==> config.mk <==
export PLATFORM = sky130hd
export DESIGN_NAME = column_framebuffer
export DESIGN_NICKNAME = d
export VERILOG_FILES = /design/src/waterfall_pkg.sv /design/src/column_framebuffer.sv
export SDC_FILE = /design/constraint.sdc
export NUM_CORES = 1
export LEC_CHECK = 0
export BUFFER_PORTS_ARGS = -buffer_cell sky130_fd_sc_hd__buf_2
export CAP_MARGIN = 20
export CORE_MARGIN = 2
export CORE_UTILIZATION = 63
export DETAILED_ROUTE_END_ITERATION = 8
export GPL_TIMING_DRIVEN = 1
export PLACE_DENSITY_LB_ADDON = 0.05
export SLEW_MARGIN = 0
export SYNTH_ARGS = -nofsm -noshare
export SYNTH_HDL_FRONTEND = slang
export SYNTH_SLANG_ARGS = --single-unit
==> constraint.sdc <==
create_clock -name clk_disp -period 5.1 [get_ports clk_disp]
set_input_delay 0.255 -clock clk_disp [delete_from_list [all_inputs] [get_ports clk_disp]]
set_output_delay 0.255 -clock clk_disp [all_outputs]
set_load 0.005 [all_outputs]
==> src/waterfall_pkg.sv <==
package waterfall_pkg;

    localparam int POS_W = 10;
    localparam int SAMPLE_W = 16;

    typedef struct packed {
        logic [7:0] red;
        logic [7:0] green;
        logic [7:0] blue;
    } rgb_pixel_t;

    typedef struct packed {
        logic [POS_W-1:0] h;
        logic [POS_W-1:0] v;
        logic             active;
    } scan_pos_t;

    typedef struct packed {
        logic                valid;
        logic [SAMPLE_W-1:0] data;
    } sample_t;

    typedef struct packed {
        logic        cyc;
        logic        stb;
        logic        we;
        logic [3:0]  adr; // word index.
        logic [31:0] dat;
    } wb_req_t;

    typedef struct packed {
        logic [31:0] dat;
        logic        ack;
    } wb_rsp_t;

    // h is inside when left <= h < right.
    typedef struct packed {
        logic [POS_W-1:0] left;
        logic [POS_W-1:0] right;
    } span_t;

    typedef struct packed {
        logic [7:0] unused;
        rgb_pixel_t rgb;
    } color_view_t;

    typedef struct packed {
        logic [11:0] unused;
        span_t       bounds;
    } span_view_t;

    // the register address picks which view of the bus word is meaningful.
    typedef union packed {
        color_view_t color;
        span_view_t  span;
    } reg_word_u;

    typedef struct packed {
        rgb_pixel_t background;
        span_t      high_span;
        span_t      low_span;
        logic       enable;
    } disp_cfg_t;

    localparam logic [3:0] REG_BG = 4'd0;
    localparam logic [3:0] REG_HIGH_SPAN = 4'd1;
    localparam logic [3:0] REG_LOW_SPAN = 4'd2;
    localparam logic [3:0] REG_CTRL = 4'd3;

    localparam disp_cfg_t CFG_RESET = '{
        background: '{red: 8'h00, green: 8'hf5, blue: 8'h00},
        high_span:  '{left: 10'd96, right: 10'd192},
        low_span:   '{left: 10'd288, right: 10'd384},
        enable:     1'b1
    };

    function automatic logic is_frame_start(input scan_pos_t pos);
        return (pos.h == '0) && (pos.v == '0);
    endfunction

endpackage

==> src/column_framebuffer.sv <==
`timescale 1ns/1ps

module column_framebuffer
    import waterfall_pkg::*;
#(
    parameter int DEPTH = 8
) (
    input  logic                clk_disp,
    input  logic                rst_n,
    input  sample_t             sink,
    input  scan_pos_t           scan,
    output logic [SAMPLE_W-1:0] line_data
);

    // the ring holds more than one screen of samples, so up to 3*DEPTH pushes
    // during a frame land outside the window that the frame is reading.
    localparam int RING = 4 * DEPTH;
    localparam int PTR_W = $clog2(RING);

    logic [SAMPLE_W-1:0] mem [RING];
    logic [PTR_W-1:0]    wr_ptr;
    logic [PTR_W-1:0]    base;
    logic [PTR_W-1:0]    rd_base;
    logic [PTR_W-1:0]    line_idx;
    logic [PTR_W:0]      rd_sum;
    logic [PTR_W-1:0]    rd_addr;

    always_ff @(posedge clk_disp) begin
        if (!rst_n) begin
            for (int i = 0; i < RING; i++) begin
                mem[i] <= '0; // empty lines read as zero.
            end
        end else if (sink.valid) begin
            mem[wr_ptr] <= sink.data;
        end
    end

    always_ff @(posedge clk_disp) begin
        if (!rst_n) begin
            wr_ptr <= '0;
            base <= '0;
        end else begin
            if (sink.valid) begin
                wr_ptr <= (wr_ptr == PTR_W'(RING - 1)) ? '0 : wr_ptr + 1'b1;
            end
            if (is_frame_start(scan)) begin
                base <= wr_ptr;
            end
        end
    end

    // the frame-start cycle already reads with the new base.
    assign rd_base = is_frame_start(scan) ? wr_ptr : base;
    assign line_idx = (scan.v < POS_W'(DEPTH)) ? scan.v[PTR_W-1:0] : '0;

    // line 0 is the sample DEPTH places behind the latched write pointer.
    assign rd_sum = {1'b0, rd_base} + (PTR_W + 1)'(RING - DEPTH) + {1'b0, line_idx};
    assign rd_addr = (rd_sum >= (PTR_W + 1)'(RING)) ? PTR_W'(rd_sum - (PTR_W + 1)'(RING))
                                                     : rd_sum[PTR_W-1:0];

    always_ff @(posedge clk_disp) begin
        line_data <= mem[rd_addr];
    end

endmodule

==> flow_metrics.tcl <==
set metrics [dict create \
    cts_tree "built" \
    antenna_found_initial 0 \
    synth-seq-cells 538 \
    r2r_start "wr_ptr[1]$_SDFFE_PN0P_" \
    grt_usage_pct 28.3 \
    syn-num-nets 1663 \
    hold_viol_final 0 \
    fillerInstances 2528 \
    drv_slew 0 \
    whs_endpoint "wr_ptr[4]$_SDFFE_PN0P_" \
    seq_power_share_pct 54.7 \
    htreeDepth 2 \
    required_ns 5.53 \
    slew_headroom_pct 25.1 \
    cp-end-kind "flop" \
    core_region_area_sq_mm 0.0387 \
    layout_commonest_cell "and2_1" \
    ir_drop_v 0.000295 \
    num_antenna_cells 0 \
    clock_sinks 538 \
    internal-power_uw 7270 \
    wl_um 56000 \
    drt_iter0_markers 1148 \
    hold_buffers 0 \
    finalNetCount 1699 \
    synthDistinctLibCells 48 \
    grt_pass1_vias 13498 \
    netSwitchingFraction_pct 21.1 \
    die_y_um 202 \
    outcome "completed" \
    reg2reg_slack_ns 1.15 \
    route.detailed.drc 0 \
    cts_buffers 53 \
    wl_per_cell_um 25.4 \
    power_switching_uw 1940 \
    yosysTopAreaCell "edfxtp_1" \
    tightest_slew_ns 1.12 \
    setup_tns_ns 0 \
    rows 72 \
    num_vias 13417 \
    syn-instance-count 1610 \
    fin_util_pct 70.5 \
    dp_hpwl_um 35000 \
    io_buffers 54 \
    cts_buffer_depth 3 \
    grt_max_degree 49 \
    fmax_ghz 0.232 \
    min_path_type "in2reg" \
    ys_seq_area_share_pct 64.3 \
    worstRegToRegCells 10 \
    path_clk_slew_ns 0.06 \
    areaGrowthSynthToFinish_pct 10.4 \
    cts-root-buf "clkbuf_16" \
    start_util_pct 63.8 \
    setup_viol 0 \
    cts.repair.resized 0 \
    r2r-end "line_data[10]$_DFF_P_" \
    timing.final.crit_share_pct 84.6 \
    most-common-layout-cells "and2_1, edfxtp_1, mux4_2" \
    start_kind "primary input" \
    skew_ns 0.0250 \
    clock_power_share_pct 40.7 \
    critPathTopFamily "adder cells" \
    multi_input_area_sq_mm 0.00822 \
    drtAntennaViolNets 0 \
    grt-ovfl-total 0 \
    slowest_stage "fa_4" \
    crit_buf_inv 3 \
    die_area_sq_mm 0.0409 \
    crit_type "in2reg" \
    power.total_uw 9210 \
    crit_fanout 18 \
    p_leak_uw 0.00986 \
    period_minus_slack_ns 4.31 \
    ys_dominant_reg_cell "edfxtp_1" \
    cts_setup_buffers 0 \
    gp_congestion 0.829 \
    cpPeakStageDelay_ns 1.08 \
    vias_per_cell 6.08 \
    syn_area_sq_mm 0.0247 \
    cp_cell_sequence "buf_2, or4_4, nor4_4, and2_1, buf_4, mux2_2, ha_4, ha_4, fa_4, buf_4, mux4_2, mux2i_1, nand2_1, a21oi_1, a311oi_1" \
    ios 56 \
    arrival_ns 4.75 \
    fp.dieW_um 202 \
    yosys-top-cells-area "edfxtp_1, and2_1, mux4_2" \
    syn_area_per_cell_sq_um 15.4 \
    async_reset_ff_share_pct 0 \
    clkLatencyLatePin_ns 0.60 \
    pwr-share-comb_pct 4.6 \
    power_density_mw_per_mm2 337 \
    cap_viol_max_count 0 \
    drive_above_1_share_pct 18.7 \
    synth.top_cell.area_share_pct 62.2 \
    hold_depth 3 \
    synth-edff-count 512 \
    dr.pass1.iters 5 \
    grt_pass1_wl_um 84100 \
    yosys_warnings 0 \
    min-delay-start "sink[16]" \
    regArea_sq_mm 0.0159 \
    grt_setup_unrepaired "false" \
]
==> worst max-delay path by stage <==
stage                 start               endpoint  slack, ns  cells past startpoint
CTS                 scan[8]  line_data[10]$_DFF_P_       0.85                     15
detailed placement  scan[8]  line_data[10]$_DFF_P_       0.21                     15
floorplan           scan[8]  line_data[10]$_DFF_P_       0.94                     15
global route        scan[8]  line_data[10]$_DFF_P_       0.70                     15
global placement    scan[8]   line_data[2]$_DFF_P_       0.29                     16
finish              scan[8]  line_data[10]$_DFF_P_       0.79                     15
==> cell type report <==
| type | count | area share, % |
|---|---|---|
| clock buffer | 71 | 5.33 |
| clock inverter | 27 | 0.724 |
| inverter | 4 | 0.0550 |
| multi-input combinational | 928 | 30.1 |
| sequential | 538 | 58.2 |
| tap | 518 | 2.37 |
| timing repair buffer | 121 | 3.20 |
==> tightest hold or removal path, cell delays in order <==
cell and delay [ns]:
buf_2 0.17, mux2i_1 0.14, nor2b_1 0.09
==> state kept, by name (all words and copies together), names as in the netlist <==
name and cells:
mem 512, line_data 16, base 5, wr_ptr 5
==> metrics by stage <==
step / hold slack, ns / worst slack (ns) / instances / instance area (sq um)
detailed placement: 0.537 / 0.210 / 2097 / 25600
global route: 0.111 / 0.698 / 2207 / 27300
global placement: 0.532 / 0.287 / 2097 / 25600
floorplan: 0.453 / 0.938 / 1610 / 24700
CTS: 0.0882 / 0.845 / 2195 / 27200
finish: 0.115 / 0.787 / 2207 / 27300
==> power by group through the flow <==
stage                     Combinational, uW  Clock [uW]  Sequential (uW)
after floorplan                         238           0             5110
after CTS                               421        3790             5040
after detailed placement                420           0             5140
final                                   424        3750             5040
after global placement                  410           0             5120
after global routing                    450        3960             5050
==> synthesized netlist by cell type, drive strengths merged, types with 2 or more instances <==
library cell and instances:
o21a 2, nand3 7, nor2b 6, buf 27, ha 12, dfxtp 26
nor4 3, and2 519, mux2i 68, inv 4, nand2 37, mux2 3
nand3b 2, clkbuf 112, nor2 37, a311oi 16, o21ai 34, mux4 128
edfxtp 512, a21oi 18, and3 19
==> metal layers <==
layer | wire, um | track usage [%] | up-vias | part of all wire [%]
met3 | 4370 | 3.71 | 85 | 7.8
met5 | 0 | 0 | - | 0
li1 | - | - | 6004 | -
met1 | 23500 | 41.9 | 6804 | 42
met4 | 1940 | 10.5 | 0 | 3.5
met2 | 26200 | 43.9 | 524 | 47
==> logic make-up (layout without fill, tap and decap cells) <==
kind of cell / after synthesis / in the layout / synth area share, %
AO/OA/AOI/OAI: 76 / 76 / 1.96
XOR/XNOR: 2 / 2 / 0.0708
adder cells (fa/ha/maj): 13 / 13 / 0.688
buffers and inverters: 144 / 223 / 2.66
flip-flops: 538 / 538 / 64.3
multiplexers: 199 / 199 / 14.9
other: 1 / 1 / 0.0152
AND/OR/NAND/NOR: 637 / 637 / 15.5
Note: power is estimated with default switching activity, not from simulation.
