<file path="src/waterfall_pkg.sv">
package waterfall_pkg;

    localparam int POS_W = 10;
    localparam int SAMPLE_W = 16;

    typedef struct packed {
        logic [7:0] red;
        logic [7:0] green;
        logic [7:0] blue;
    } rgb_pixel_t;

    typedef struct packed {
        logic [POS_W-1:0] h;
        logic [POS_W-1:0] v;
        logic             active;
    } scan_pos_t;

    typedef struct packed {
        logic                valid;
        logic [SAMPLE_W-1:0] data;
    } sample_t;

    typedef struct packed {
        logic        cyc;
        logic        stb;
        logic        we;
        logic [3:0]  adr; // word index.
        logic [31:0] dat;
    } wb_req_t;

    typedef struct packed {
        logic [31:0] dat;
        logic        ack;
    } wb_rsp_t;

    // h is inside when left <= h < right.
    typedef struct packed {
        logic [POS_W-1:0] left;
        logic [POS_W-1:0] right;
    } span_t;

    typedef struct packed {
        logic [7:0] unused;
        rgb_pixel_t rgb;
    } color_view_t;

    typedef struct packed {
        logic [11:0] unused;
        span_t       bounds;
    } span_view_t;

    // the register address picks which view of the bus word is meaningful.
    typedef union packed {
        color_view_t color;
        span_view_t  span;
    } reg_word_u;

    typedef struct packed {
        rgb_pixel_t background;
        span_t      high_span;
        span_t      low_span;
        logic       enable;
    } disp_cfg_t;

    localparam logic [3:0] REG_BG = 4'd0;
    localparam logic [3:0] REG_HIGH_SPAN = 4'd1;
    localparam logic [3:0] REG_LOW_SPAN = 4'd2;
    localparam logic [3:0] REG_CTRL = 4'd3;

    localparam disp_cfg_t CFG_RESET = '{
        background: '{red: 8'h00, green: 8'hf5, blue: 8'h00},
        high_span:  '{left: 10'd96, right: 10'd192},
        low_span:   '{left: 10'd288, right: 10'd384},
        enable:     1'b1
    };

    function automatic logic is_frame_start(input scan_pos_t pos);
        return (pos.h == '0) && (pos.v == '0);
    endfunction

endpackage

</file>
<file path="src/dual_waterfall.sv">
`timescale 1ns/1ps

module dual_waterfall
    import waterfall_pkg::*;
(
    input  logic                clk_disp,
    input  logic                rst_n,
    input  scan_pos_t           scan,
    input  disp_cfg_t           cfg,
    input  logic [SAMPLE_W-1:0] high_data,
    input  logic [SAMPLE_W-1:0] low_data,
    output rgb_pixel_t          pixel,
    output scan_pos_t           pixel_pos
);

    disp_cfg_t  cfg_q;
    scan_pos_t  scan_d;
    rgb_pixel_t next_pixel;
    logic       in_high;
    logic       in_low;

    function automatic logic in_span(input span_t span, input logic [POS_W-1:0] h);
        return (h >= span.left) && (h < span.right);
    endfunction

    // upper byte to red and lower byte to blue, green stays dark.
    function automatic rgb_pixel_t paint(input logic [SAMPLE_W-1:0] data);
        return '{red: data[SAMPLE_W-1 -: 8], green: 8'h00, blue: data[7:0]};
    endfunction

    always_ff @(posedge clk_disp) begin
        if (!rst_n) begin
            cfg_q <= CFG_RESET;
        end else if (is_frame_start(scan)) begin
            cfg_q <= cfg; // settings hold for the whole frame.
        end
    end

    // scan_d lines up with the framebuffer data, which lags the scan by one cycle.
    assign in_high = in_span(cfg_q.high_span, scan_d.h);
    assign in_low = in_span(cfg_q.low_span, scan_d.h);

    always_comb begin
        if (!scan_d.active || !cfg_q.enable) begin
            next_pixel = '0;
        end else if (in_high) begin
            next_pixel = paint(high_data); // high band wins where the spans overlap.
        end else if (in_low) begin
            next_pixel = paint(low_data);
        end else begin
            next_pixel = cfg_q.background;
        end
    end

    always_ff @(posedge clk_disp) begin
        if (!rst_n) begin
            scan_d <= '0;
            pixel_pos <= '0;
            pixel <= '0;
        end else begin
            scan_d <= scan;
            pixel_pos <= scan_d;
            pixel <= next_pixel;
        end
    end

endmodule

</file>
<file path="config.mk">
export PLATFORM = sky130hd
export DESIGN_NAME = dual_waterfall
export DESIGN_NICKNAME = d
export VERILOG_FILES = /design/src/waterfall_pkg.sv /design/src/dual_waterfall.sv
export SDC_FILE = /design/constraint.sdc
export NUM_CORES = 1
export LEC_CHECK = 0
export ABC_AREA = 1
export BUFFER_PORTS_ARGS = -buffer_cell sky130_fd_sc_hd__clkbuf_2
export CAP_MARGIN = 0
export CORE_AREA = 2 2 115 117
export DETAILED_ROUTE_END_ITERATION = 16
export DIE_AREA = 0 0 117 119
export PLACE_DENSITY = 0.7
export SLEW_MARGIN = 30
export SYNTH_ARGS = -nofsm -noshare
export SYNTH_HDL_FRONTEND = slang
export SYNTH_SLANG_ARGS = --single-unit
export TNS_END_PERCENT = 5
</file>
<file path="constraint.sdc">
create_clock -name clk_disp -period 2.23 [get_ports clk_disp]
set_input_delay 0.3345 -clock clk_disp [delete_from_list [all_inputs] [get_ports clk_disp]]
set_output_delay 0.3345 -clock clk_disp [all_outputs]
set_load 0.02 [all_outputs]
</file>
==> results of run 1 <==
registers in the layout, summed over array words and instances (netlist names):
| signal | cells |
|---|---|
| scan_d | 21 |
| pixel_pos | 21 |
| pixel | 24 |
| cfg_q | 65 |
path summary, 6_finish.rpt:
kind	endpoint	start	slack, ns	depth (start not counted)
worst max-delay path	pixel[13]	scan_d[14]	0.36	12
worst min-delay path	scan_d[0]	scan[0]	0.11	3
worst max register to register	pixel[13]	scan_d[14]	0.36	12
worst min register to register	pixel_pos[3]	scan_d[3]	0.41	2
tightest hold or removal path, stage by stage:
cell      delay (ns)
clkbuf_2        0.08
nand2_1         0.04
inv_1           0.05
stage by stage:
stage | std cells | setup WS [ns]
floorplan | 725 | 0.581
global placement | 1039 | 0.409
detailed placement | 1039 | 0.377
CTS | 1071 | 0.349
global route | 1071 | 0.112
finish | 1071 | 0.356
cell usage after synthesis (all sizes together):
library cell | n | share of area [%]
a21o | 4 | 0.53
a21oi | 72 | 6.4
buf | 19 | 2.4
clkbuf | 16 | 1.1
dfxtp | 131 | 46
ha | 38 | 8.4
inv | 120 | 8.0
nand2 | 142 | 9.6
nand3 | 21 | 2.2
nand3b | 17 | 2.3
nand4 | 2 | 0.33
nor2 | 73 | 5.0
nor3 | 1 | 0.29
nor4 | 1 | 0.22
o211ai | 15 | 2.0
o21ai | 50 | 4.4
o21bai | 1 | 0.13
or2 | 2 | 0.27
layer usage:
metal | wire [µm] | track usage, % | part of all wire [%]
met5 | 0 | 0 | 0
met3 | 744 | 5.45 | 5.7
met1 | 6360 | 26.4 | 49
met4 | 147 | 7.06 | 1.1
met2 | 5710 | 29.0 | 44
area by class of cell:
| cell class | count | area share (%) |
|---|---|---|
| inverters | 120 | 6.27 |
| repair buffers | 173 | 13.1 |
| flip-flops and latches | 131 | 36.5 |
| multi-input cells | 439 | 33.0 |
| clock buffers | 24 | 6.98 |
| well taps | 176 | 3.07 |
| clock inverters | 8 | 1.04 |
logic make-up (layout without fill, tap and decap cells):
group                    after synthesis  after routing  share of synthesized area [%]
flip-flops                           131            131                           46.5
AO/OA/AOI/OAI                        142            142                           13.5
adder cells (fa/ha/maj)               38             38                           8.42
AND/OR/NAND/NOR                      259            259                           20.2
buffers and inverters                155            325                           11.5
power by group:
part	internal [W]	switching, W	leakage, nW
registers	0.00239	0.0000267	1.07
logic	0.000217	0.000296	2.37
clock network	0.00167	0.000981	0.274
==> flow_summary_export.csv, run 1 <==
group,metric,value,unit
outcome,status,"complete, no violations",
synthesis,syn-num-nets,883,
clocking,ctsLongestPathBuffers,2,
placed_design,portBuffers,164,
clocking,cts_resized,0,
synthesis,syn_area,5640,µm²
finish,final_cell_mix,"clkbuf_2, nand2_1, dfxtp_1",
sta,worst_pin_slew,0.422,ns
global_route,grt_pass1_wl,21000,µm
sta,fmax,534,MHz
routing,num_vias,4846,
routing,drt_iter0_drc,257,
finish,fin_area,7180,µm²
sta,finalHoldViolCount,0,
routing,wl,13000,µm
finish,final_common_cell,"clkbuf_2",
routing,firstDrtPassIters,4,
sta,drv_slew,0,
power,pwr_density_cell,777,nW/µm²
clocking,cts_num_sinks,131,
finish,nFillCells,1229,
synthesis,ys_seq_area_share,46.5,%
routing,route.detailed.drc,0,
clocking,cts_hold_buffers,0,
sta,fin_skew,0.0190,ns
worst_setup_path,worstPathRequired,2.53,ns
finish,nets,1040,
finish,layout-drive-gt1-share,23.8,%
global_route,antenna_found_initial,0,
flow_run,maxCapViolCount,0,
die,fp.dieH,119,µm
synthesis,postSynthAreaPerCell,7.79,µm²
worst_setup_path,cp_common_cell,"nand2_1",
global_route,gr-usage-all-layers,19.3,%
die,num_rows,42,
worst_setup_path,critPathMaxFanout,33,
worst_setup_path,crit_path_top_delay_cell,"dfxtp_1",
finish,multi_input_area,2370,µm²
routing,drt.antenna.violating_nets,0,
clocking,cts_buffers,17,
placed_design,place_area,6610,µm²
sta,rsz0062_at_grt,"no",
worst_setup_path,critPathKind,"flip-flop to flip-flop",
finish,diodes,0,
sta,fin_hold_ws,0.111,ns
sta,setup_tns,0,ns
synthesis,syn_inst,725,
die,io_pins,165,
routing,routed_via_density,4.52,
power,p_leak,3.71,nW
die,design.core.area,12900,µm²
global_route,grt-ovfl-total,0,
routing,wl_per_cell,12.1,µm
clocking,cts_post_setup_buffers_inserted,0,
clocking,clock_latency,0.42,ns
sta,setup_viol,0,
worst_setup_path,slowest_delay,0.46,ns
worst_setup_path,critPathTopFamily,"simple AND/OR/NAND/NOR gates",
clocking,clockRootBuffer,"clkbuf_16",
die,die_area,13900,µm²
finish,final_util,55.8,%
worst_setup_path,arrival,2.17,ns
synthesis,ys_seq_elements,131,
power,peakVddDrop,0.506,mV
worst_setup_path,endpoint_kind,"flip-flop",
synthesis,ys_types,28,
clocking,cts_tree,"built",
placed_design,gp_congestion,0.803,
power,power,0.00559,W
worst_hold_path,worstHoldPathType,"input port to flip-flop",
worst_setup_path,worst_setup_path_start_kind,"flip-flop",
clocking,htree_levels,4,
worst_setup_path,critPathBufInv,1,
global_route,grt_max_degree,107,
placed_design,hpwl,9270,µm
die,die_w,117,µm
finish,area_delta_synth_final,27.3,%
clocking,clkSlewWorstSetupHoldPaths,0.05,ns
worst_setup_path,crit_chain,"ha_1 > nand2_1 > nand2_1 > nand2_1 > nand2_1 > nand2_1 > nand2_1 > nor2_2 > buf_12 > nand2_1 > nand3_2 > nor2_1",
sta,timing.slew.headroom,71.9,%
die,start_util,43.8,%
sta,min_period,1.87,ns
synthesis,yosysWarnings,0,
global_route,grt_pass1_vias,4501,
sta,period_share,84.0,%
finish,register_area,2620,µm²
Power figures use the tool's default switching activity.
==> run 2: changes to the inputs <==
Settings changed: PLACE_DENSITY 0.7 to 0.73.
Clock period 2.23 ns to 1.7 ns, I/O delays scaled along.
==> run 2 against run 1 <==
Compared with the run above:
- largest cell class unchanged
- the run now ends with negative setup slack left
- clock skew shrank 0.011 ns
- highest routed layer unchanged
- sequential share of layout area down 2.0 points
- critical path depth did not move
- wire length increased by 4.5%
==> flow_summary_export.csv, run 2 (synthesis gave the netlist of run 1 again) <==
group,metric,value,unit
outcome,status,"finished with violations",
finish,nets,1070,
finish,largest_register_ff_count,65,
global_route,grt_max_degree,49,
worst_setup_path,critPathLaunch,"scan_d[18]",
placed_design,dp_cells,1063,
worst_setup_path,cp_common_cell,"nand2_1",
power,seqPwrFrac,39.3,%
finish,area_delta_synth_final,35.7,%
routing,drt.antenna.violating_nets,0,
finish,fin_area,7660,µm²
placed_design,portBuffers,164,
sta,period_share,105,%
die,die_w,117,µm
power,p_int,0.00633,W
routing,route.detailed.drc,0,
worst_setup_path,slowest_delay,0.37,ns
worst_setup_path,worstPathRequired,2.05,ns
power,p_switching,0.00174,W
clocking,htree_levels,4,
sta,fmax,560,MHz
power,clkPwrFrac,51.3,%
power,p_leak,3.92,nW
die,fp.dieH,119,µm
finish,top_register,"cfg_q",
worst_setup_path,r2r_end,"pixel[6]",
sta,rsz0062_at_grt,"yes",
die,io_pins,165,
placed_design,hpwl,9760,µm
sta,timing.slew.headroom,67.7,%
worst_setup_path,r2r_start,"scan_d[18]",
sta,setup_tns,-0.730,ns
worst_setup_path,crit_chain,"buf_4 > ha_1 > nand2_1 > a21oi_1 > nor2_1 > nand2_1 > nor2_4 > buf_12 > nand3_1 > nand2_1 > nor2_2 > nor2_1",
sta,min_period,1.79,ns
placed_design,place_area,6790,µm²
power,peakVddDrop,0.615,mV
power,p_sw_share,21.6,%
worst_setup_path,cp-endpoint,"pixel[6]",
flow_run,maxCapViolCount,0,
global_route,grt_pass1_vias,4574,
worst_setup_path,critPathMaxFanout,24,
global_route,gr-usage-all-layers,20.0,%
power,pwr_density_cell,1050,nW/µm²
worst_setup_path,r2r_slack,-0.09,ns
worst_setup_path,critPathKind,"flip-flop to flip-flop",
sta,setup_viol,21,
worst_setup_path,critPathTopFamily,"simple AND/OR/NAND/NOR gates",
worst_hold_path,worstHoldPathType,"input port to flip-flop",
worst_setup_path,worst_setup_path_start_kind,"flip-flop",
global_route,grt-ovfl-total,0,
worst_hold_path,min_from,"scan[11]",
finish,final_cells,1100,
global_route,grt_pass1_wl,21700,µm
power,combPwrFrac,9.4,%
worst_setup_path,crit_path_top_delay_cell,"dfxtp_4",
die,num_rows,42,
sta,finalHoldViolCount,0,
die,design.core.area,12900,µm²
placed_design,gp_congestion,0.835,
clocking,cts_buffers,17,
sta,worst_pin_slew,0.485,ns
die,start_util,43.8,%
clocking,cts_hold_buffers,0,
routing,wl_per_cell,12.3,µm
clocking,clockRootBuffer,"clkbuf_16",
clocking,clkSlewWorstSetupHoldPaths,0.06,ns
global_route,antenna_found_initial,0,
routing,wl,13500,µm
sta,drv_slew,0,
worst_setup_path,path_depth,12,
sta,fin_skew,0.00770,ns
finish,layout-drive-gt1-share,29.1,%
finish,diodes,0,
clocking,cts_num_sinks,131,
routing,drt_iter0_drc,321,
clocking,ctsLongestPathBuffers,2,
worst_setup_path,critPathBufInv,2,
clocking,cts_tree,"built",
worst_setup_path,arrival,2.13,ns
die,die_area,13900,µm²
routing,num_vias,5079,
placed_design,dpl_worst_slack,-0.249,ns
routing,routed_via_density,4.62,
worst_setup_path,reg2reg_depth,12,
finish,final_common_cell,"clkbuf_2",
sta,setup_slack,-0.0852,ns
routing,firstDrtPassIters,5,
finish,top_regs,"cfg_q x65, pixel x24",
outcome,violations,"negative setup slack",
worst_setup_path,endpoint_kind,"flip-flop",
finish,final_cell_mix,"clkbuf_2, nand2_1, dfxtp_1",
clocking,clock_latency,0.41,ns
-- run 2: cell count changes in the layout (fill, tap and decap cells not counted), sizes merged --
cell / before / now
buf: 10 / 40
bufinv: 1 / 6
clkbuf: 187 / 184
clkinvlp: 4 / 1
-- run 2: power groups by stage --
stage	clock network (W)	registers [W]	logic, W
2_1_floorplan	0	0.00328	0.000354
3_3_place_gp	0	0.00324	0.000693
3_5_place_dp	0	0.00324	0.000699
4_1_cts	0.00421	0.00317	0.000749
5_1_grt	0.00438	0.00318	0.000854
6_report	0.00414	0.00317	0.000756
-- run 2: final cells by class --
cell class	count	area [µm²]
repair buffers	203	1200
fillers	1159	5210
clock buffers	21	470
well taps	176	220
multi-input cells	439	2480
inverters	120	450
clock inverters	10	203
flip-flops and latches	131	2640
-- run 2: worst reg2reg max path, delay by kind of cell, from the launching register on --
kind	cells	cell delay [ns]
and+or+nand+nor	8	0.69
DFF	1	0.37
buffers and inverters	2	0.32
adders and majority gates	1	0.28
AOI/OAI and AO/OA	1	0.06
-- run 2: timing repair --
item	CTS	global route
gates resized for setup	27	10
setup endpoints to repair	24	24
pin swaps	12	2
hold endpoints to repair	0	0
buffers inserted	5	0
gates cloned	1	0
-- run 2: how the worst min path moves through the flow --
stage	slack, ns	depth (start not counted)	to
global route	0.03	3	scan_d[2]
global placement	0.39	2	pixel_pos[9]
floorplan	0.35	2	scan_d[10]
finish	0.03	3	scan_d[11]
detailed placement	0.40	2	pixel_pos[5]
CTS	0.01	3	scan_d[0]
-- run 2: through the flow --
step                      total power, W  utilization [%]  hold WS (ns)
after floorplan                  0.00363                -         0.348
after global placement           0.00393             52.7         0.392
after detailed placement         0.00394             52.7         0.397
after CTS                        0.00813             59.2        0.0126
after global routing             0.00841             59.5        0.0328
final                            0.00807             59.5        0.0348
-- run 2: per-layer routing --
metal / part of all wire (%) / wire length, µm / track usage (%)
met5: 0 / 0 / 0
met4: 1.4 / 192 / 6.25
met3: 6.4 / 871 / 6.21
met2: 45 / 6040 / 31.0
met1: 48 / 6440 / 26.6
