`src/waterfall_pkg.sv`:
```
package waterfall_pkg;

    localparam int POS_W = 10;
    localparam int SAMPLE_W = 16;

    typedef struct packed {
        logic [7:0] red;
        logic [7:0] green;
        logic [7:0] blue;
    } rgb_pixel_t;

    typedef struct packed {
        logic [POS_W-1:0] h;
        logic [POS_W-1:0] v;
        logic             active;
    } scan_pos_t;

    typedef struct packed {
        logic                valid;
        logic [SAMPLE_W-1:0] data;
    } sample_t;

    typedef struct packed {
        logic        cyc;
        logic        stb;
        logic        we;
        logic [3:0]  adr; // word index.
        logic [31:0] dat;
    } wb_req_t;

    typedef struct packed {
        logic [31:0] dat;
        logic        ack;
    } wb_rsp_t;

    // h is inside when left <= h < right.
    typedef struct packed {
        logic [POS_W-1:0] left;
        logic [POS_W-1:0] right;
    } span_t;

    typedef struct packed {
        logic [7:0] unused;
        rgb_pixel_t rgb;
    } color_view_t;

    typedef struct packed {
        logic [11:0] unused;
        span_t       bounds;
    } span_view_t;

    // the register address picks which view of the bus word is meaningful.
    typedef union packed {
        color_view_t color;
        span_view_t  span;
    } reg_word_u;

    typedef struct packed {
        rgb_pixel_t background;
        span_t      high_span;
        span_t      low_span;
        logic       enable;
    } disp_cfg_t;

    localparam logic [3:0] REG_BG = 4'd0;
    localparam logic [3:0] REG_HIGH_SPAN = 4'd1;
    localparam logic [3:0] REG_LOW_SPAN = 4'd2;
    localparam logic [3:0] REG_CTRL = 4'd3;

    localparam disp_cfg_t CFG_RESET = '{
        background: '{red: 8'h00, green: 8'hf5, blue: 8'h00},
        high_span:  '{left: 10'd96, right: 10'd192},
        low_span:   '{left: 10'd288, right: 10'd384},
        enable:     1'b1
    };

    function automatic logic is_frame_start(input scan_pos_t pos);
        return (pos.h == '0) && (pos.v == '0);
    endfunction

endpackage

```
`src/video_timing.sv`:
```
`timescale 1ns/1ps

module video_timing
    import waterfall_pkg::*;
#(
    parameter int H_ACTIVE = 640,
    parameter int H_TOTAL  = 800,
    parameter int V_ACTIVE = 480,
    parameter int V_TOTAL  = 525
) (
    input  logic      clk_disp,
    input  logic      rst_n,
    output scan_pos_t scan
);

    logic [POS_W-1:0] h_cnt;
    logic [POS_W-1:0] v_cnt;
    logic             h_last;
    logic             v_last;
    logic             h_visible;
    logic             v_visible;

    assign h_last = (h_cnt == POS_W'(H_TOTAL - 1));
    assign v_last = (v_cnt == POS_W'(V_TOTAL - 1));

    always_ff @(posedge clk_disp) begin
        if (!rst_n) begin
            h_cnt <= '0;
            v_cnt <= '0;
        end else if (h_last) begin
            h_cnt <= '0;
            v_cnt <= v_last ? '0 : v_cnt + 1'b1; // v steps once per full line.
        end else begin
            h_cnt <= h_cnt + 1'b1;
        end
    end

    // the active flag follows straight from the counters, so it lines up with h and v.
    assign h_visible = (h_cnt < POS_W'(H_ACTIVE));
    assign v_visible = (v_cnt < POS_W'(V_ACTIVE));

    assign scan = '{
        h:      h_cnt,
        v:      v_cnt,
        active: h_visible && v_visible
    };

endmodule

```
`config.mk`:
```
export PLATFORM = sky130hd
export DESIGN_NAME = video_timing
export DESIGN_NICKNAME = d
export VERILOG_FILES = /design/src/waterfall_pkg.sv /design/src/video_timing.sv
export SDC_FILE = /design/constraint.sdc
export NUM_CORES = 1
export LEC_CHECK = 0
export ABC_AREA = 1
export ABC_CLOCK_PERIOD_IN_PS = 4600
export BUFFER_PORTS_ARGS = -buffer_cell sky130_fd_sc_hd__buf_2
export CORE_MARGIN = 2
export CORE_UTILIZATION = 50
export DETAILED_ROUTE_END_ITERATION = 8
export PLACE_DENSITY = 0.79
export SYNTH_ARGS = -nofsm -noshare
export SYNTH_HDL_FRONTEND = slang
export SYNTH_SLANG_ARGS = --single-unit
```
`constraint.sdc`:
```
create_clock -name clk_disp -period 4.6 [get_ports clk_disp]
set_clock_uncertainty 0.2 [all_clocks]
set_input_delay 0.46 -clock clk_disp [delete_from_list [all_inputs] [get_ports clk_disp]]
set_output_delay 0.46 -clock clk_disp [all_outputs]
set_load 0.005 [all_outputs]
```
==> results by group, run 1 <==
Setup path
  – Crit path max fanout: 7
  – Cells along the critical path: nand4_1 > o2111a_1 > buf_2
  – Register-to-Register Setup Slack: 2880 ps
  – Required @ worst endpoint: 3940 ps
  – R2r startpoint: h_cnt[0]
  – Setup crit end kind: output port
  – WP data arrival: 1270 ps
  – Worst setup path start: v_cnt[5]
  – R2R depth: 6
  – Largest stage delay on the critical path: 460 ps
  – CP max stage cell: dfxtp_1
  – RR Endpoint: v_cnt[9]
  – Crit path launch type: flip-flop
  – Crit path kind: flip-flop to output port

Route
  – DR WL/cell: 10.76 um
  – Aggregate routed wire length: 2206 um
  – Metal3 WL: 99 um
  – Wl on met1: 1006 um
  – TritonRoute pass-1 iters: 4
  – Met2 Routed Length: 1061 um
  – Vias/cell: 4.941
  – DR iter-0 viols: 15
  – Final ANT Viol Nets: 0
  – Top Layer Used: met4
  – # DRC: 0
  – Routed vias: 1013

Logic synthesis
  – Register area share after synthesis: 0.3717
  – Total nets after synthesis: 158
  – Post-synth EDFFs: 0
  – Gate count of the mapped netlist: 153
  – Share of Yosys cell area claimed by the top area cell type: 0.3717
  – Flops & latches, synth: 20
  – Synth area leaders: dfxtp_1, nand2_1, nor2_1
  – Synth Area per Inst: 7.041 um^2
  – Synth area leader: dfxtp_1
  – Synth unique cells: 25
  – Async set-reset flop share out of synthesis: 0
  – Synth Flop Type: dfxtp_1
  – YS warnings: 0
  – Synthesized area: 1077 um^2

STA
  – Setup-failing EPs final: 0
  – Fin crit period: 1934 ps
  – RSZ-0062 raised after global routing: no
  – Fin crit share: 0.4205
  – Fin. Hold Viols: 0
  – Final slew viol count: 0
  – Max-slew headroom: 0.6951
  – Worst Max-Slew Pin Slew: 456.2 ps
  – Max Freq: 517.0 MHz
  – Hold Slack: 212.9 ps
  – Total negative slack: 0 ps

Floorplanning
  – IO Pins: 23
  – Starting Density: 0.5381
  – Die width: 50.42 um
  – Row count: 16
  – Die H: 50.42 um
  – Core Area: 2002 um^2
  – Die area: 2542 um^2

Clocking
  – CTS tree: built
  – Clock Latency Late Sink: 310 ps
  – Hold Buf Count CTS: 0
  – CTS sink cnt: 20
  – Post-CTS sizing: 0
  – Root buf cell: clkbuf_4
  – Clock Path Buffers: 2
  – CTS Buf Count: 3
  – Clock-pin slew on the worst setup and hold paths: 110 ps
  – Postcts setup bufs: 0
  – Clock H-tree levels: 1

Min path
  – Hold Path Depth: 3
  – Hold Crit Class: input pin to flip-flop
  – Hold_sp: rst_n
  – Sink of the worst hold path: v_cnt[1]

Cells and area
  – # nets final: 184
  – FF+latch area: 400.4 um^2
  – Most common cell after layout, fill and taps aside: nand2_1
  – Antenna Cells: 0
  – Area Growth Syn to Fin: 15.68%
  – Fill count: 192
  – Most frequent cells in the layout: nand2_1, nor2_1, buf_2, inv_1, dfxtp_1
  – Multi-input gate area: 583.1 um^2
  – Layout cells sized above 1: 0.2191

Run status
  – Status: complete, no violations

Job
  – Max-Cap Viols: 0

Global route
  – GRT Util Overall: 0.1915
  – Antenna violations before repair: 0
  – Largest net degree at the start of global routing: 18
  – Vias in the first global route: 904
  – First-pass GRT wire length: 3726 um
  – Remaining global-route overflow: 0

Pwr
  – Worst vdd ir: 0.0001678 V
  – Leak: 0.6064 nW
  – Pwr Density: 233.4 nW/um^2

Placement
  – Detailed placement HPWL: 1706 um
  – Number of buffers added on ports: 22
  – Routability cong.: 0.8588
[layout make-up]
class / instances / area share
clock buffer: 4 / 0.02912
inverter: 22 / 0.06626
multi-input combinational: 110 / 0.4679
sequential: 20 / 0.3213
tap: 27 / 0.02711
timing repair buffer: 22 / 0.08835
[state kept, by name, indices dropped and copies added, names as in the netlist]
| name | flops |
|---|---|
| v_cnt | 10 |
| h_cnt | 10 |
[metrics by stage]
stage	setup WS (ps)	power (mW)	std cells	util	cell area (um^2)
floorplan	3056	0.1866	153	-	1077
global placement	2920	0.1909	201	0.6044	1210
detailed placement	2886	0.1912	201	0.6044	1210
CTS	2663	0.2939	205	0.6225	1246
global route	2579	0.3025	205	0.6225	1246
finish	2666	0.2909	205	0.6225	1246
[power breakdown]
group,total (mW),leakage (nW),internal [mW],switching [mW]
clock network,0.104,0.0210,0.0484,0.0554
logic,0.00977,0.424,0.00380,0.00598
registers,0.177,0.162,0.175,0.00197
total,0.291,0.606,0.227,0.0634
[cells in the mapped netlist (2+ instances only)]
cell	number
ha_1	3
nand2_1	40
nand3_1	13
nor2_1	25
nor2_2	3
a21oi_1	3
nor3_1	3
o21ai_2	2
dfxtp_1	20
nand4_1	3
xor2_1	4
inv_1	21
[worst max-delay path: cells and delay by family (launching register included)]
kind / cells / cell delay, ps
flip-flops: 1 / 460
AO/OA/AOI/OAI: 1 / 180
buffers and inverters: 1 / 120
AND/OR/NAND/NOR: 1 / 200
[worst max path at each step]
stage,to,slack (ps),cells past startpoint
after CTS,scan[0],2660,3
after global placement,v_cnt[4],2920,6
after floorplan,v_cnt[0],3060,6
after global routing,scan[0],2580,3
after detailed placement,v_cnt[4],2890,6
final,scan[0],2670,3
[routing by layer]
layer	global-route usage	vias to the layer above
met2	0.3465	20
met3	0.03571	5
met5	0	-
li1	-	529
met1	0.2179	459
met4	0.08108	0
[kinds of logic (layout without fill, tap and decap cells)]
family                   Yosys count  count (layout)  synth area share
AND/OR/NAND/NOR                   93              93            0.3949
flip-flops                        20              20            0.3717
AO/OA/AOI/OAI                      8               8           0.05575
buffers and inverters             23              48           0.08711
XOR/XNOR                           6               6           0.05575
adder cells (fa/ha/maj)            3               3           0.03485
No activity file was read; power rests on OpenSTA's default activity.
==> inputs of run 2 (changes only) <==
ABC_CLOCK_PERIOD_IN_PS = 1600   (was 4600)
CORE_UTILIZATION = 47   (was 50)
PLACE_DENSITY = 0.78   (was 0.79)
clock period = 1.6 ns   (was 4.6 ns; I/O delays follow)
==> results by group, run 2 (synthesis gave the netlist of run 1 again) <==
Pwr
  – Power Internal: 0.6135 mW (+170%)
  – Sequential share of power: 0.655 (+0.046)
  – Clock power share: 0.290 (-0.067)
  – Leak: 0.6425 nW (+6.0%)
  – Worst vdd ir: 0.0005432 V (+220%)
  – Sw Ratio: 0.2153 (-0.002592)
  – Switch Pwr: 0.1684 mW (+170%)
  – Logic pwr share: 0.054 (+0.020)
  – Pwr Density: 580.3 nW/um^2 (+150%)

Floorplanning
  – Die H: 51.88 um (+2.9%)
  – Starting Density: 0.4917 (-0.04641)
  – Row count: 17 (+1)
  – IO Pins: 23 (unchanged)
  – Die width: 51.88 um (+2.9%)
  – Die area: 2691 um^2 (+5.9%)
  – Core Area: 2191 um^2 (+9.4%)

Global route
  – Vias in the first global route: 925 (+2.3%)
  – Largest net degree at the start of global routing: 18 (unchanged)
  – Remaining global-route overflow: 0 (unchanged)
  – First-pass GRT wire length: 3739 um (+0.35%)
  – GRT Util Overall: 0.1818 (-0.009644)
  – Antenna violations before repair: 0 (unchanged)

Placement
  – Detailed placement HPWL: 1709 um (+0.16%)
  – Placed Instances: 206 (+2.5%)
  – Routability cong.: 0.7919 (-7.8%)
  – Dpl cell area: 1254 um^2 (+3.6%)
  – Number of buffers added on ports: 22 (unchanged)

Clocking
  – Clock Latency Late Sink: 290 ps (-20 ps)
  – Clock-pin slew on the worst setup and hold paths: 100 ps (about the same)
  – Clock H-tree levels: 1 (unchanged)
  – CTS Buf Count: 3 (unchanged)
  – CTS tree: built
  – Clock Path Buffers: 2 (unchanged)
  – Root buf cell: clkbuf_4
  – CTS sink cnt: 20 (unchanged)

Run status
  – Status: complete, no violations

Setup path
  – Crit path launch type: flip-flop
  – Crit path max fanout: 4 (-3)
  – WP data arrival: 1590 ps (+320 ps)
  – Crit path kind: flip-flop to flip-flop
  – Required @ worst endpoint: 1590 ps (-2350 ps)
  – Setup crit end kind: flip-flop

Cells and area
  – Final instance area: 1348 um^2 (+8.1%)
  – Most frequent cells in the layout: nand2_1, nor2_1, buf_2, inv_1
  – # nets final: 192 (+4.3%)
  – Fill count: 213 (+11%)
  – Fin cells: 213 (+3.9%)
  – Most common cell after layout, fill and taps aside: nand2_1
  – Area Growth Syn to Fin: 25.09%
  – Registers with the most flip-flops: h_cnt: 10 flops, v_cnt: 10 flops
  – Layout cells sized above 1: 0.3081 (+0.08901)
  – Layout Utilization: 0.6151 (-0.007423)
  – Antenna Cells: 0 (unchanged)

Route
  – # DRC: 0 (unchanged)
  – DR WL/cell: 11.01 um (+2.4%)
  – Final ANT Viol Nets: 0 (unchanged)
  – Vias/cell: 5.061 (+2.4%)
  – Aggregate routed wire length: 2346 um (+6.3%)
  – TritonRoute pass-1 iters: 4 (unchanged)
  – Routed vias: 1078 (+6.4%)
  – DR iter-0 viols: 9 (-6)

STA
  – Hold Slack: 304.3 ps (+91.39 ps)
  – Final slew viol count: 0 (unchanged)
  – Max Freq: 626.5 MHz
  – Total negative slack: 0 ps (unchanged)
  – Worst Max-Slew Pin Slew: 261.8 ps (-194.5 ps)
  – Fin crit share: 0.9976
  – Fin. Hold Viols: 0 (unchanged)
  – Setup-failing EPs final: 0 (unchanged)
  – Max-slew headroom: 0.8249 (+0.1298)
  – RSZ-0062 raised after global routing: yes
  – Fin crit period: 1596 ps

Job
  – Max-Cap Viols: 0 (unchanged)

Min path
  – Hold Crit Class: flip-flop to flip-flop
## run 2: area by class of cell
class | count | area [um^2] | share of cell area
clock buffers | 3 | 22.52 | 0.01671
inverters | 22 | 82.58 | 0.06128
multi-input cells | 110 | 613.1 | 0.4550
flip-flops and latches | 20 | 409.1 | 0.3036
well taps | 28 | 35.03 | 0.02600
repair buffers | 30 | 185.2 | 0.1374
## run 2: power by group through the flow
| stage | Combinational (mW) | Clock [mW] | Sequential (mW) |
|---|---|---|---|
| detailed placement | 0.0323 | 0 | 0.520 |
| finish | 0.0425 | 0.227 | 0.512 |
| CTS | 0.0347 | 0.232 | 0.510 |
| floorplan | 0.0152 | 0 | 0.521 |
| global placement | 0.0312 | 0 | 0.520 |
| global route | 0.0474 | 0.257 | 0.514 |
## run 2: final timing paths
path	startpoint	end	slack [ps]	depth (start not counted)
max reg2reg	h_cnt[1]	v_cnt[0]	4	6
min	h_cnt[9]	h_cnt[9]	300	2
min reg2reg	h_cnt[9]	h_cnt[9]	300	2
max	h_cnt[1]	v_cnt[0]	4	6
## run 2: critical path, stage by stage (launching register included)
cell	delay, ps
dfxtp_2	370
ha_4	150
nand2_2	60
nor2_2	130
nand4_1	240
o21ai_2	270
nor2_1	70
## run 2: timing repair
item,CTS,global route
resized for setup,3,11
hold endpoints to repair,4,0
setup endpoints to repair,7,17
setup buffers,0,3
hold buffers,1,0
pin swaps,2,9
## run 2: metrics by stage
step | worst slack [ps] | total power, mW
finish | 3.904 | 0.7819
global route | -84.33 | 0.8180
CTS | 0.3935 | 0.7768
detailed placement | 3.369 | 0.5526
global placement | 49.20 | 0.5509
floorplan | 56.01 | 0.5366
## run 2: per-layer routing
metal  up-vias  part of all wire  GRT usage  wire length (um)
met5         -                 0          0                 0
met4         0             0.017    0.07456                41
met3         6             0.047    0.03161               110
met2        24              0.51     0.3249              1195
met1       502              0.43     0.2115               999
li1        546                 -          -                 -
==> inputs of run 3 (changes only) <==
ABC_AREA = unset   (was 1)
CORE_UTILIZATION = 46   (was 47)
==> results by group, run 3 <==
Run status
  – Status: complete, but fails checks
  – Failing checks: negative setup slack

STA
  – Final slew viol count: 0 (unchanged)
  – Fin crit period: 2189 ps (+593.0 ps)
  – Setup-failing EPs final: 16 (+16)
  – Fin. Hold Viols: 0 (unchanged)
  – Final WS setup: -589.1 ps (-593.0 ps)
  – Max-slew headroom: 0.8092 (-0.01568)
  – Worst Max-Slew Pin Slew: 285.3 ps (+23.55 ps)
  – Total negative slack: -2907 ps (-2907 ps)
  – RSZ-0062 raised after global routing: yes
  – Max Freq: 456.8 MHz (-27%)
  – Fin crit share: 1.368 (+0.3706)

Route
  – Final ANT Viol Nets: 0 (unchanged)
  – # DRC: 0 (unchanged)
  – DR WL/cell: 16.19 um (+47%)
  – Aggregate routed wire length: 3205 um (+37%)
  – DR iter-0 viols: 28 (+19)
  – Routed vias: 1086 (+0.74%)
  – Vias/cell: 5.485 (+8.4%)
  – TritonRoute pass-1 iters: 4 (unchanged)

Setup path
  – Crit path launch type: flip-flop
  – WP data arrival: 2230 ps (+640 ps)
  – Setup crit end kind: flip-flop
  – Required @ worst endpoint: 1640 ps (+50 ps)
  – Crit path kind: flip-flop to flip-flop
  – Crit path max fanout: 2 (-2)

Global route
  – First-pass GRT wire length: 4712 um (+26%)
  – Vias in the first global route: 1041 (+13%)
  – Remaining global-route overflow: 0 (unchanged)
  – Antenna violations before repair: 0 (unchanged)
  – GRT Util Overall: 0.2466 (+0.06479)
  – Largest net degree at the start of global routing: 13 (-5)

Clocking
  – Clock Path Buffers: 2 (unchanged)
  – CTS sink cnt: 20 (unchanged)
  – Root buf cell: clkbuf_4
  – Clock H-tree levels: 1 (unchanged)
  – CTS tree: built
  – Clock-pin slew on the worst setup and hold paths: 130 ps (+30 ps)
  – Clock Latency Late Sink: 300 ps (about the same)
  – CTS Buf Count: 3 (unchanged)

Pwr
  – Pwr Density: 606.1 nW/um^2 (+4.5%)
  – Worst vdd ir: 0.0006180 V (+14%)
  – Leak: 0.7132 nW (+11%)

Cells and area
  – Final instance area: 1613 um^2 (+20%)
  – # nets final: 177 (-7.8%)
  – Area Growth Syn to Fin: 70.28%
  – Fin cells: 198 (-7.0%)
  – Most frequent cells in the layout: buf_4, buf_2, nor2_1, dfxtp_1
  – Most common cell after layout, fill and taps aside: buf_4
  – Layout cells sized above 1: 0.5439 (+0.2358)
  – Antenna Cells: 0 (unchanged)
  – Layout Utilization: 0.8305 (+0.2155)
  – Registers with the most flip-flops: h_cnt: 10 flops, v_cnt: 10 flops
  – Fill count: 121 (-43%)

Min path
  – Hold Crit Class: flip-flop to flip-flop

Logic synthesis
  – Share of Yosys cell area claimed by the top area cell type: 0.4227 (+0.05106)
  – Async set-reset flop share out of synthesis: 0 (unchanged)
  – Most common cell in the netlist: dfxtp_1
  – Total nets after synthesis: 115 (-27%)
  – Synth area leaders: dfxtp_1, xnor2_1, nor2_1
  – Synth Flop Type: dfxtp_1
  – Synth Area per Inst: 8.611 um^2 (+22%)
  – Flops & latches, synth: 20 (unchanged)
  – YS warnings: 0 (unchanged)
  – Synth cell count leaders: dfxtp_1, nor2_1, nand2_1, nand3_1, xnor2_1
  – Synth area leader: dfxtp_1
  – Synthesized area: 947.2 um^2 (-12%)
  – Synth unique cells: 29 (+16%)
  – Register area share after synthesis: 0.4227 (+0.05106)
  – Post-synth EDFFs: 0 (unchanged)
  – Gate count of the mapped netlist: 110 (-28%)

Placement
  – Routability cong.: 0.8492 (+7.2%)
  – Placed Instances: 185 (-10%)
  – Detailed placement HPWL: 1967 um (+15%)
  – Number of buffers added on ports: 22 (unchanged)
  – Place WS: -455.5 ps (-458.9 ps)
  – Dpl cell area: 1310 um^2 (+4.5%)

Floorplanning
  – Die area: 2438 um^2 (-9.4%)
  – IO Pins: 23 (unchanged)
  – Row count: 16 (-1)
  – Die width: 49.38 um (-4.8%)
  – Core Area: 1942 um^2 (-11%)
  – Starting Density: 0.4878 (-0.003961)
  – Die H: 49.38 um (-4.8%)

Job
  – Max-Cap Viols: 0 (unchanged)
[run 3: worst max-delay path: stages (launching register included)]
cell     delay, ps
dfxtp_4        360
or4b_4         540
or4_4          500
or3_1          350
a21oi_1        170
[run 3: final timing paths]
| path | depth (start not counted) | slack (ps) | to | startpoint |
|---|---|---|---|---|
| max reg2reg | 4 | -590 | v_cnt[8] | h_cnt[6] |
| min reg2reg | 2 | 350 | v_cnt[1] | v_cnt[1] |
| max | 4 | -590 | v_cnt[8] | h_cnt[6] |
| min | 2 | 350 | v_cnt[1] | v_cnt[1] |
[run 3: power by group]
group	internal (mW)	switching, mW
clock	0.253	0.162
combinational	0.0259	0.0273
sequential	0.503	0.00583
[run 3: per-stage QoR]
| step | power, mW | hold slack (ps) |
|---|---|---|
| 2_1_floorplan | 0.5381 | 99.51 |
| 3_3_place_gp | 0.5620 | 294.8 |
| 3_5_place_dp | 0.5643 | 298.1 |
| 4_1_cts | 0.9779 | 334.7 |
| 5_1_grt | 1.004 | 367.5 |
| 6_report | 0.9776 | 349.8 |
[run 3: cell type report]
type | count | area (um^2) | area share
Clock buffer | 3 | 22.52 | 0.01396
Clock inverter | 1 | 30.03 | 0.01862
Inverter | 4 | 15.01 | 0.009310
Multi-Input combinational cell | 85 | 694.4 | 0.4306
Sequential cell | 20 | 415.4 | 0.2576
Tap cell | 27 | 33.78 | 0.02095
Timing Repair Buffer | 58 | 401.6 | 0.2490
[run 3: cell families (layout without fill, tap and decap cells)]
family                     count (synthesis)  after routing  share of synthesized area
muxes                                      1              1                    0.01057
adders and majority gates                  3              3                    0.03963
buffers and inverters                      5             66                    0.01981
xor gates and xnor gates                  12             12                     0.1110
DFF                                       20             20                     0.4227
AOI/OAI and AO/OA                         10             10                    0.06870
and+or+nand+nor                           59             59                     0.3276
[run 3: what timing repair did]
action / in CTS / in global routing
setup endpoints to repair: 18 / 19
hold buffers: 1 / 0
pin swaps: 10 / 15
hold endpoints to repair: 5 / 0
resized for setup: 23 / 15
setup buffers: 4 / 4
[run 3: layer usage]
metal | global-route usage | wire [um]
met4 | 0.04167 | 46
met3 | 0.03681 | 73
met5 | 0 | 0
met1 | 0.2898 | 1302
met2 | 0.4730 | 1783
